File: src/sound_pkg.sv
`default_nettype none

package sound_pkg;

    localparam int PERIOD_W  = 19;
    localparam int STAGE_W   = 5;
    localparam int FRAC_W    = 8;
    localparam int WB_ADDR_W = 4;
    localparam int WB_DATA_W = 32;

    typedef logic [PERIOD_W-1:0]  period_t;   // Tone period in clock cycles
    typedef logic [STAGE_W-1:0]   stage_t;
    typedef logic [FRAC_W-1:0]    frac_t;     // Duty share in 1/256 of a period
    typedef logic [WB_ADDR_W-1:0] wb_addr_t;
    typedef logic [WB_DATA_W-1:0] wb_data_t;

    typedef enum logic [1:0] {
        IDLE = 2'b00,
        PLAY = 2'b01,
        DONE = 2'b10
    } player_state_t;

    localparam int      NUM_STAGES   = 31;
    localparam stage_t  LAST_STAGE   = 5'd30;
    localparam period_t PERIOD_RESET = 19'd166666;  // 300 Hz at 50 MHz

    // Register map, byte addresses
    localparam wb_addr_t ADDR_CTRL    = 4'h0;
    localparam wb_addr_t ADDR_PERIOD  = 4'h4;
    localparam wb_addr_t ADDR_TRIGGER = 4'h8;
    localparam wb_addr_t ADDR_STATUS  = 4'hC;

    localparam int CTRL_ENABLE_BIT = 0;
    localparam int CTRL_SEL_BIT    = 1;
    localparam int STATUS_BUSY_BIT = 0;
    localparam int STATUS_STAGE_LO = 8;

    // Jump curve, decay counts rescaled to 1/256 of the period
    localparam frac_t JUMP_ENV [0:NUM_STAGES-1] = '{
        8'd128, 8'd108, 8'd91,  8'd77,
        8'd65,  8'd55,  8'd46,  8'd39,
        8'd33,  8'd28,  8'd23,  8'd20,
        8'd17,  8'd14,  8'd12,  8'd10,
        8'd8,   8'd7,   8'd6,   8'd5,
        8'd4,   8'd4,   8'd3,   8'd3,
        8'd2,   8'd2,   8'd2,   8'd1,
        8'd1,   8'd0,   8'd0
    };

    // Land thud, louder start and coarse steps
    localparam frac_t LAND_ENV [0:NUM_STAGES-1] = '{
        8'd200, 8'd200, 8'd200,
        8'd160, 8'd160, 8'd160,
        8'd128, 8'd128, 8'd128,
        8'd96,  8'd96,  8'd96,
        8'd64,  8'd64,  8'd64,
        8'd48,  8'd48,  8'd48,
        8'd32,  8'd32,  8'd32,
        8'd24,  8'd24,
        8'd16,  8'd16,
        8'd12,
        8'd8,   8'd8,
        8'd4,   8'd4,
        8'd0
    };

endpackage

`default_nettype wire

File: src/voice_ctrl_if.sv
`default_nettype none

interface voice_ctrl_if;
    import sound_pkg::*;

    logic    enable;
    logic    sound_sel;   // 0 jump, 1 land
    period_t period;
    logic    trigger;     // Single cycle start pulse
    logic    busy;
    stage_t  stage;

    modport regs (
        output enable, sound_sel, period, trigger,
        input  busy, stage
    );

    modport player (
        input  enable, sound_sel, period, trigger,
        output busy, stage
    );

endinterface

`default_nettype wire

File: src/sound_regs.sv
`default_nettype none

module sound_regs (
    input  logic                clk,
    input  logic                rst_n,
    input  logic                wb_cyc,
    input  logic                wb_stb,
    input  logic                wb_we,
    input  sound_pkg::wb_addr_t wb_adr,
    input  sound_pkg::wb_data_t wb_dat_w,
    output sound_pkg::wb_data_t wb_dat_r,
    output logic                wb_ack,
    voice_ctrl_if.regs          ctrl
);
    import sound_pkg::*;

    logic     enable_q;
    logic     sel_q;
    period_t  period_q;
    logic     trigger_q;
    logic     access;
    logic     wr_en;
    wb_data_t status_word;
    wb_data_t rd_data;

    // New cycle seen, the guard keeps ack to one cycle
    assign access = wb_cyc && wb_stb && !wb_ack;
    assign wr_en  = access && wb_we;

    always_ff @(posedge clk) begin
        if (!rst_n) begin
            wb_ack <= 1'b0;
        end else begin
            wb_ack <= access;
        end
    end

    always_ff @(posedge clk) begin
        if (!rst_n) begin
            enable_q <= 1'b0;
            sel_q    <= 1'b0;
            period_q <= PERIOD_RESET;
        end else if (wr_en) begin
            case (wb_adr)
                ADDR_CTRL: begin
                    enable_q <= wb_dat_w[CTRL_ENABLE_BIT];
                    sel_q    <= wb_dat_w[CTRL_SEL_BIT];
                end
                ADDR_PERIOD: begin
                    period_q <= wb_dat_w[PERIOD_W-1:0];
                end
                default: begin
                end
            endcase
        end
    end

    // Pulse lines up with ack of the TRIGGER write
    always_ff @(posedge clk) begin
        if (!rst_n) begin
            trigger_q <= 1'b0;
        end else begin
            trigger_q <= wr_en && (wb_adr == ADDR_TRIGGER) && enable_q;
        end
    end

    always_comb begin
        status_word = '0;
        status_word[STATUS_BUSY_BIT] = ctrl.busy;
        status_word[STATUS_STAGE_LO +: STAGE_W] = ctrl.stage;
    end

    always_comb begin
        rd_data = '0;  // Unmapped and TRIGGER read as zero
        case (wb_adr)
            ADDR_CTRL: begin
                rd_data[CTRL_ENABLE_BIT] = enable_q;
                rd_data[CTRL_SEL_BIT]    = sel_q;
            end
            ADDR_PERIOD: begin
                rd_data[PERIOD_W-1:0] = period_q;
            end
            ADDR_STATUS: begin
                rd_data = status_word;
            end
            default: begin
                rd_data = '0;
            end
        endcase
    end

    // Read data valid together with ack
    always_ff @(posedge clk) begin
        if (access) begin
            wb_dat_r <= wb_we ? '0 : rd_data;
        end
    end

    assign ctrl.enable    = enable_q;
    assign ctrl.sound_sel = sel_q;
    assign ctrl.period    = period_q;
    assign ctrl.trigger   = trigger_q;

endmodule

`default_nettype wire

File: src/sound_player.sv
`default_nettype none

module sound_player (
    input  logic         clk,
    input  logic         rst_n,
    voice_ctrl_if.player ctrl,
    output logic         wave_out
);
    import sound_pkg::*;

    player_state_t               state;
    period_t                     counter;
    period_t                     counter_inc;
    period_t                     period_q;
    period_t                     threshold;
    period_t                     thr_load;
    stage_t                      stage;
    stage_t                      stage_load;
    frac_t                       frac_load;
    logic [PERIOD_W+FRAC_W-1:0]  product;
    logic                        start;
    logic                        stage_end;
    logic                        last_stage;
    logic                        load;

    assign start       = ctrl.trigger && ctrl.enable;
    assign counter_inc = counter + 1'b1;
    assign stage_end   = (counter == period_q - 1'b1);
    assign last_stage  = (stage == LAST_STAGE);

    // Stage entered at the next boundary, or stage 0 on a (re)start
    assign stage_load = (start || last_stage) ? '0 : stage + 1'b1;
    assign frac_load  = ctrl.sound_sel ? LAND_ENV[stage_load] : JUMP_ENV[stage_load];

    // High time of the coming stage, period * frac / 256
    assign product  = ctrl.period * frac_load;
    assign thr_load = product[PERIOD_W+FRAC_W-1:FRAC_W];

    assign load = start || ((state == PLAY) && stage_end && !last_stage);

    // Period and shape only change at a stage boundary
    always_ff @(posedge clk) begin
        if (load) begin
            period_q  <= ctrl.period;
            threshold <= thr_load;
        end
    end

    always_ff @(posedge clk) begin
        if (!rst_n) begin
            state    <= IDLE;
            stage    <= '0;
            counter  <= '0;
            wave_out <= 1'b0;
        end else if (!ctrl.enable) begin
            state    <= IDLE;  // Disable wins over everything
            stage    <= '0;
            counter  <= '0;
            wave_out <= 1'b0;
        end else if (start) begin
            state    <= PLAY;
            stage    <= '0;
            counter  <= '0;
            wave_out <= (thr_load != '0);
        end else begin
            case (state)
                PLAY: begin
                    if (stage_end) begin
                        if (last_stage) begin
                            state    <= DONE;
                            wave_out <= 1'b0;
                        end else begin
                            stage    <= stage_load;
                            counter  <= '0;
                            wave_out <= (thr_load != '0);
                        end
                    end else begin
                        counter  <= counter_inc;
                        wave_out <= (counter_inc < threshold);
                    end
                end
                DONE: begin
                    state   <= IDLE;  // One cycle, busy still high
                    stage   <= '0;
                    counter <= '0;
                end
                default: begin
                    stage    <= '0;
                    counter  <= '0;
                    wave_out <= 1'b0;
                end
            endcase
        end
    end

    assign ctrl.busy  = (state != IDLE);
    assign ctrl.stage = stage;

endmodule

`default_nettype wire

File: src/sound_unit_top.sv
`default_nettype none

module sound_unit_top (
    input  logic                clk,
    input  logic                rst_n,
    input  logic                wb_cyc,
    input  logic                wb_stb,
    input  logic                wb_we,
    input  sound_pkg::wb_addr_t wb_adr,
    input  sound_pkg::wb_data_t wb_dat_w,
    output sound_pkg::wb_data_t wb_dat_r,
    output logic                wb_ack,
    output logic                wave_out
);

    voice_ctrl_if ctrl_if ();  // Register block to player

    sound_regs sound_regs_i (
        .clk      (clk),
        .rst_n    (rst_n),
        .wb_cyc   (wb_cyc),
        .wb_stb   (wb_stb),
        .wb_we    (wb_we),
        .wb_adr   (wb_adr),
        .wb_dat_w (wb_dat_w),
        .wb_dat_r (wb_dat_r),
        .wb_ack   (wb_ack),
        .ctrl     (ctrl_if.regs)
    );

    sound_player sound_player_i (
        .clk      (clk),
        .rst_n    (rst_n),
        .ctrl     (ctrl_if.player),
        .wave_out (wave_out)
    );

endmodule

`default_nettype wire

File: config.mk
export PLATFORM = sky130hd
export DESIGN_NAME = sound_unit_top
export DESIGN_NICKNAME = d
export VERILOG_FILES = /design/src/sound_pkg.sv /design/src/voice_ctrl_if.sv /design/src/sound_regs.sv /design/src/sound_player.sv /design/src/sound_unit_top.sv
export SDC_FILE = /design/constraint.sdc
export NUM_CORES = 1
export LEC_CHECK = 0
export BUFFER_PORTS_ARGS = -buffer_cell sky130_fd_sc_hd__buf_4
export CAP_MARGIN = 20
export CORE_ASPECT_RATIO = 1.2
export CORE_MARGIN = 10
export CORE_UTILIZATION = 57
export DETAILED_ROUTE_END_ITERATION = 10
export PLACE_DENSITY = 0.79
export SLEW_MARGIN = 20
export SYNTH_ARGS = -nofsm -noshare
export SYNTH_HDL_FRONTEND = slang
export SYNTH_SLANG_ARGS = --single-unit
export TNS_END_PERCENT = 100
File: constraint.sdc
create_clock -name clk -period 8.3 [get_ports clk]
set_input_delay 0.83 -clock clk [delete_from_list [all_inputs] [get_ports clk]]
set_output_delay 0.83 -clock clk [all_outputs]
set_load 0.005 [all_outputs]
# Yosys cells after proc, flatten, opt, wreduce, memory -nomap -nowiden

Memories as Yosys holds them, arrays and structs flattened.
Index checks and enable logic that the tools add are counted.

Register bits after elaboration: 120
Memories kept: 2
Memory bits (read-only): 512

Memories:

| name             | depth | bits a word | read ports | clocked after Yosys merged registers in | wr ports | line               | source |
|---|---|---|---|---|---|---|---|
| (name not given) | 32    | 8           | 1          | 0                                       | 0        | sound_player.sv:33 | `assign frac_load = ctrl.sound_sel ? LAND_ENV[stage_load] : JUMP_ENV[stage_load];` |
| (name not given) | 32    | 8           | 1          | 0                                       | 0        | sound_player.sv:33 |  |

Mux-type cells: 18
Add/sub/neg operators: 3
Bitwise gates (word level): 5
Equality and inequality tests: 13
Order comparisons: 2
$mul: 1
Reductions and logical operators: 25

Operator list:

| kind                                                                    | count |
|---|---|
| 8-bit 2-to-1 mux                                                        | 5 |
| 19-bit 2-to-1 mux                                                       | 2 |
| 17-bit one-hot mux with 2 select lines                                  | 1 |
| 19-bit by 8-bit multiplier with 27-bit output                           | 1 |
| 19-bit by 1-bit adder with 19-bit output, second input constant         | 1 |
| 19-bit equality test                                                    | 1 |
| 19-bit less-than comparator                                             | 1 |
| 19-bit nonzero test                                                     | 1 |
| 19-bit by 1-bit subtractor with 19-bit output, second input constant    | 1 |
| 4-bit equality test, second input constant                              | 2 |
| 1-bit logical AND                                                       | 8 |
| 2-bit AND reduction                                                     | 4 |
| 6-bit >= comparator, second input constant                              | 1 |
| 2-bit by 1-bit inequality test with 1-bit output, second input constant | 3 |
| 3-bit by 1-bit inequality test with 1-bit output, second input constant | 2 |
| 5-bit NOT with 6-bit output                                             | 1 |
| 2-bit one-hot mux with 3 select lines                                   | 1 |
| 3-bit AND reduction                                                     | 2 |
| 5-bit by 1-bit adder with 5-bit output, second input constant           | 1 |
| 5-bit equality test, second input constant                              | 1 |
| 5-bit 2-to-1 mux                                                        | 1 |
| 4-bit by 3-bit equality test with 1-bit output, second input constant   | 1 |
| 4-bit zero test                                                         | 1 |
| 1-bit 2-to-1 mux                                                        | 4 |
| other kinds (13)                                                        | 20 |

# Depth between registers and ports, before layout

Depth after elaboration: 14
Gate-level depth with buffers: 38

# By module

Synthesis repeated with hierarchy kept, for this count alone.

Cell total of the unflattened synthesis: 1,284
Area total of the unflattened synthesis: 11,380.9 µm²

Modules (own cells, without submodules):

| module       | instances | cells each | seq. area each (µm²) | area an instance (µm²) |
|---|---|---|---|---|
| sound_player | 1         | 1,114      | 1,681.6              | 9,520.4 |
| sound_regs   | 1         | 170        | 1,031.0              | 1,860.5 |

# Worst setup path before layout

OpenSTA, ideal clock, no wires.

Path kind: flip-flop to flip-flop
From: register sound_player_i.stage[0], in the netlist sound_player_i.ctrl.stage[0]
To: register sound_player_i.wave_out
Buffers on the path: 4
Data required time: 8.171 ns
Data arrival time: 7.540 ns
Path slack: 0.631 ns
Clock period less this slack: 7.669 ns
Cell stages (with the launch flop): 30
Cell sequence: dfxtp_1 -> buf_2 -> inv_1 -> ha_1 -> buf_2 -> buf_1 -> nor2_1 -> inv_1 -> ha_1 -> mux2_2 -> o32ai_1 -> o32a_1 -> nor3b_1 -> clkbuf_1 -> nand2_1 -> fa_1 -> fa_1 -> inv_1 -> fa_1 -> ha_1 -> nand2_1 -> or4_1 -> a211oi_2 -> and2_4 -> a31oi_4 -> xnor2_1 -> or4_1 -> or3_1 -> nor4_2 -> a31oi_1

Word-level cells in the longest chain between the ends: 14
Elaborated cells on any way between the ends: 18

RTL lines:

| element                                                                                        | line                                   | source |
|---|---|---|
| start: declaration                                                                             | sound_player.sv:17                     | `stage_t stage;` |
| start signal: assignment                                                                       | sound_player.sv:73                     | `stage <= stage_load;` |
| parallel branches: the longest is 2 deep, another holds 5-bit by 1-bit adder with 5-bit output | --                                     |  |
| 5-bit 2-to-1 mux (*)                                                                           | sound_player.sv:32                     | `assign stage_load = (start \|\| last_stage) ? '0 : stage + 1'b1;` |
| via sound_player_i.stage_load[1]                                                               | sound_player.sv:18                     | `stage_t stage_load;` |
| 5-bit NOT with 6-bit output (implied by the code) (*)                                          | sound_player.sv:33                     |  |
| memory read 32 x 8 bit                                                                         | --                                     |  |
| 8-bit 2-to-1 mux (implied by the code) (2 in a row)                                            | sound_player.sv:33                     |  |
| 8-bit 2-to-1 mux (*)                                                                           | sound_player.sv:33                     |  |
| 19-bit by 8-bit multiplier with 27-bit output (*)                                              | sound_player.sv:36                     | `assign product = ctrl.period * frac_load;` |
| via sound_player_i.product[9]                                                                  | sound_player.sv:20                     | `logic [PERIOD_W+FRAC_W-1:0] product;` |
| 19-bit nonzero test (*)                                                                        | sound_player.sv:64, sound_player.sv:75 |  |
| 1-bit 2-to-1 mux                                                                               | sound_player.sv:69                     | `if (last_stage) begin` |
| 1-bit 2-to-1 mux                                                                               | sound_player.sv:68                     | `if (stage_end) begin` |
| 1-bit one-hot mux with 2 select lines                                                          | sound_player.sv:66                     | `case (state)` |
| 1-bit 2-to-1 mux (*)                                                                           | sound_player.sv:60                     | `end else if (start) begin` |
| end signal: assignment                                                                         | sound_player.sv:64                     | `wave_out <= (thr_load != '0);` |
| end signal: assignment                                                                         | sound_player.sv:75                     | `wave_out <= (thr_load != '0);` |
| end signal: assignment                                                                         | sound_player.sv:79                     | `wave_out <= (counter_inc < threshold);` |
| end: declaration                                                                               | sound_player.sv:7                      | `output logic wave_out` |

Mark *: on every way through the listed nets, which the timed path passes. The select of a mux whose other input is x is not followed.
A chain may end at the register's enable or synchronous reset.

# Final worst setup path

From: register sound_player_i.stage[1], in the netlist sound_player_i.ctrl.stage[1]
To: register sound_player_i.wave_out

Word-level cells in the longest chain between the ends: 14
Elaborated cells on any way between the ends: 18

RTL lines:

| element                                               | line                                   | source |
|---|---|---|
| 5-bit equality test (*)                               | sound_player.sv:29                     | `assign last_stage = (stage == LAST_STAGE);` |
| 1-bit logical OR (*)                                  | sound_player.sv:32                     |  |
| 5-bit 2-to-1 mux (*)                                  | sound_player.sv:32                     |  |
| via sound_player_i.stage_load[0]                      | sound_player.sv:18                     |  |
| 5-bit NOT with 6-bit output (implied by the code) (*) | sound_player.sv:33                     |  |
| memory read 32 x 8 bit                                | --                                     |  |
| 8-bit 2-to-1 mux (implied by the code) (2 in a row)   | sound_player.sv:33                     |  |
| 8-bit 2-to-1 mux (*)                                  | sound_player.sv:33                     |  |
| 19-bit by 8-bit multiplier with 27-bit output (*)     | sound_player.sv:36                     |  |
| via sound_player_i.product[14]                        | sound_player.sv:20                     |  |
| 19-bit nonzero test (*)                               | sound_player.sv:64, sound_player.sv:75 |  |
| 1-bit 2-to-1 mux                                      | sound_player.sv:69                     |  |
| 1-bit 2-to-1 mux                                      | sound_player.sv:68                     |  |
| 1-bit one-hot mux with 2 select lines                 | sound_player.sv:66                     |  |
| 1-bit 2-to-1 mux (*)                                  | sound_player.sv:60                     |  |

The timed path passes the listed nets; every way through them passes the cells marked *. The select of a mux whose other input is x is not followed.

==> flow_metrics.py <==
metrics = {
    "sta": {
        "rsz0062_at_grt": "no",
        "fin_ws_ns": 0.467,
        "max_slew_margin": 0.246,
        "tns_ns": 0,
        "slew_violations": 0,
        "worst_pin_slew_ns": 1.13,
        "finalCriticalPeriod_ns": 7.83,
        "fmax_ghz": 0.128,
        "fin_crit_sh": 0.944,
        "hold_viol_final": 0,
        "setup_violations": 0,
        "fin_skew_ns": 0.0122,
    },
    "place": {
        "pre_cts_ws_ns": 0.451,
        "numPortBuffers": 48,
        "dpl.cell_count": 1536,
        "dp.final_hpwl_microns": 21900,
        "place_congestion": 0.892,
    },
    "global_routing": {
        "antenna_found_initial": 1,
        "grt_usage": 0.219,
        "overflow": 0,
        "grt_pass1_vias": 8933,
        "grt_pass1_wl_microns": 46300,
        "grt_max_degree": 41,
    },
    "cells_and_area": {
        "layout_commonest_cell": "and2_1",
        "fillCellCount": 1643,
        "area_growth_pct": 8.14,
        "diodes": 0,
        "finalNonFillerCells": 1552,
        "final_nets": 1501,
        "final_cell_mix": "148 x and2_1, 136 x inv_1, 116 x nand2_1",
        "drive_gt1_frac": 0.0999,
    },
    "pwr": {
        "power_density_nw_per_um2": 91.7,
        "leakagePower_nw": 5.36,
        "ir_drop_mv": 0.0900,
    },
    "worst_setup_path": {
        "worstSetupStartpointType": "register",
        "end_kind": "register",
        "crit_path_max_incr_delay_ns": 0.57,
        "critPathArrivalTime_ns": 8.06,
        "required_ns": 8.52,
        "cp_top_family": "simple AND/OR/NAND/NOR gates",
        "cp_max_fo": 19,
        "path_class": "reg -> reg",
        "cpMostUsedCell": "fa_1",
        "path_buf_inv": 4,
        "crit_slowest_cell": "or4_1",
    },
    "min_path": {
        "min_path_type": "reg -> reg",
    },
    "job": {
        "cap_violations": 0,
    },
    "synthesis": {
        "synth_cells": 1257,
        "ys_seq_area_frac": 0.240,
        "yosys_warnings": 0,
        "syn_avg_cell_area_sq_um": 8.98,
        "synth.distinct_cells": 83,
        "ys_seq_elements": 107,
        "synth_edf_count": 57,
        "yosysTopAreaCell": "fa_1",
        "synth_area_leaders": "fa_1 18%, edfxtp_1 15%, dfxtp_1 8.9%",
        "netlist.area_leader.share": 0.179,
        "ys_async_sr_fraction": 0,
        "synthFlopType": "edfxtp_1",
        "syn_area_sq_um": 11300,
    },
    "drt": {
        "ant_nets": 0,
        "wl_microns": 28100,
        "wire_per_inst_microns": 18.1,
        "drt_iter0_drc": 634,
        "vias_per_cell": 5.82,
        "drc": 0,
        "vias": 9031,
        "dr.pass1.iters": 6,
    },
    "floorplan": {
        "fp.dieW_microns": 148,
        "start_util": 0.579,
        "fp.coreArea_sq_um": 19500,
        "die_y_microns": 174,
        "num_io_pins": 75,
        "dieArea_sq_um": 25800,
        "rows": 56,
    },
    "clock_network": {
        "clk_latency_ns": 0.35,
        "cts_sinks": 107,
        "cts-root-buf": "clkbuf_16",
        "tritoncts": "built",
        "h-tree-depth": 3,
        "clk_pin_slew_ns": 0.07,
        "clk_path_buf_depth": 2,
        "cts_setup_buffers": 0,
        "numCtsBuffers": 9,
        "hold_buffers": 0,
    },
    "outcome": {
        "status": "complete, no violations",
    },
}
[final cells by class]
| type | count | area (sq um) | share of cell area |
|---|---|---|---|
| repair buffers | 74 | 556 | 0.0455 |
| clock buffers | 10 | 229 | 0.0188 |
| flip-flops and latches | 107 | 2710 | 0.222 |
| well taps | 261 | 327 | 0.0268 |
| inverters | 137 | 514 | 0.0421 |
| clock inverters | 6 | 73.8 | 0.00605 |
| multi-input cells | 957 | 7790 | 0.638 |
[worst min-delay path, cell delays in order (launching register included)]
cell and delay, ns:
dfxtp_1 0.35, nand3_1 0.08, a21oi_1 0.06
[logic make-up (layout without fill, tap and decap cells)]
group,Yosys count,in the layout,share of synthesized area
AO/OA/AOI/OAI,202,202,0.122
XOR/XNOR,68,68,0.0541
adder cells (fa/ha/maj),174,174,0.260
buffers and inverters,205,227,0.0783
flip-flops,107,107,0.240
multiplexers,19,19,0.0171
other,1,13,0.000332
AND/OR/NAND/NOR,481,481,0.228
[sequential cells by signal, indices dropped and copies added (netlist names)]
| name | cells |
|---|---|
| sound_player_i.counter | 19 |
| sound_player_i.period_q | 19 |
| sound_regs_i.wb_ack | 1 |
| sound_player_i.ctrl.stage | 5 |
| sound_regs_i.ctrl.enable | 1 |
| sound_player_i.wave_out | 1 |
| sound_regs_i.ctrl.trigger | 1 |
| sound_player_i.state | 2 |
| sound_player_i.threshold | 19 |
| sound_regs_i.wb_dat_r | 19 |
| sound_regs_i.ctrl.period | 19 |
| sound_regs_i.ctrl.sound_sel | 1 |
[report_power, final]
group	switching [mW]	leakage (nW)	internal, mW	total, mW
Clock	0.196	0.141	0.238	0.434
Sequential	0.00342	0.894	0.561	0.564
Combinational	0.0699	4.32	0.0507	0.121
[synthesized netlist by cell type (3+ instances only)]
cell type    n
inv_1      136
nor4_1       6
buf_2       13
and2_1     148
a31oi_1     12
o22ai_1      3
clkbuf_1    30
nor3b_1      4
or3b_2       6
nor3_1      12
buf_6        6
o31ai_1      4
xor2_1      25
nand3b_1     4
o221ai_1     3
a22oi_1      5
dfxtp_1     50
nor4b_1      3
o21ai_0     36
o21a_1       3
fa_1       101
buf_1        5
nand2b_1    11
mux2i_1     17
a21oi_1     51
nand2_1    116
nand4_1      8
nor2_1      78
a21boi_0    14
a21o_1      18
and3_1      14
nand3_1     34
a211oi_1     8
a2111oi_0    5
xnor2_1     41
or3_1        6
o21bai_1     7
nor2b_1     11
ha_1        73
buf_4       14
edfxtp_1    57
[what timing repair did]
item / 4_1_cts / 5_1_grt
endpoints found under the hold margin: 0 / 0
setup endpoints to repair: 0 / 1
resized for setup: 0 / 5
[per-layer routing]
metal  wire length, microns  vias to the layer above  GRT usage
li1                       -                     4228          -
met2                  14300                      324      0.380
met1                  11300                     4399      0.273
met3                   1580                       80     0.0270
met4                    863                        0     0.0749
met5                      0                        -          0
[worst paths after layout]
check / from / end / slack (ns) / cells past startpoint
setup / recovery: sound_player_i.ctrl.stage[1]$_SDFFE_PP0P_ / sound_player_i.wave_out$_SDFFE_PN0P_ / 0.47 / 31
hold / removal: sound_player_i.counter[18]$_SDFFE_PP0P_ / sound_player_i.counter[18]$_SDFFE_PP0P_ / 0.53 / 2
setup reg to reg: sound_player_i.ctrl.stage[1]$_SDFFE_PP0P_ / sound_player_i.wave_out$_SDFFE_PN0P_ / 0.47 / 31
hold reg to reg: sound_player_i.counter[18]$_SDFFE_PP0P_ / sound_player_i.counter[18]$_SDFFE_PP0P_ / 0.53 / 2
[through the flow]
stage	hold WS (ns)	area (sq um)	power, mW	util
floorplan	0.403	11300	0.656	-
CTS	0.539	12200	1.12	0.625
global placement	0.503	11900	0.693	0.609
global route	0.556	12200	1.15	0.626
detailed placement	0.530	11900	0.695	0.609
finish	0.534	12200	1.12	0.626
(Power assumes the default switching activity.)
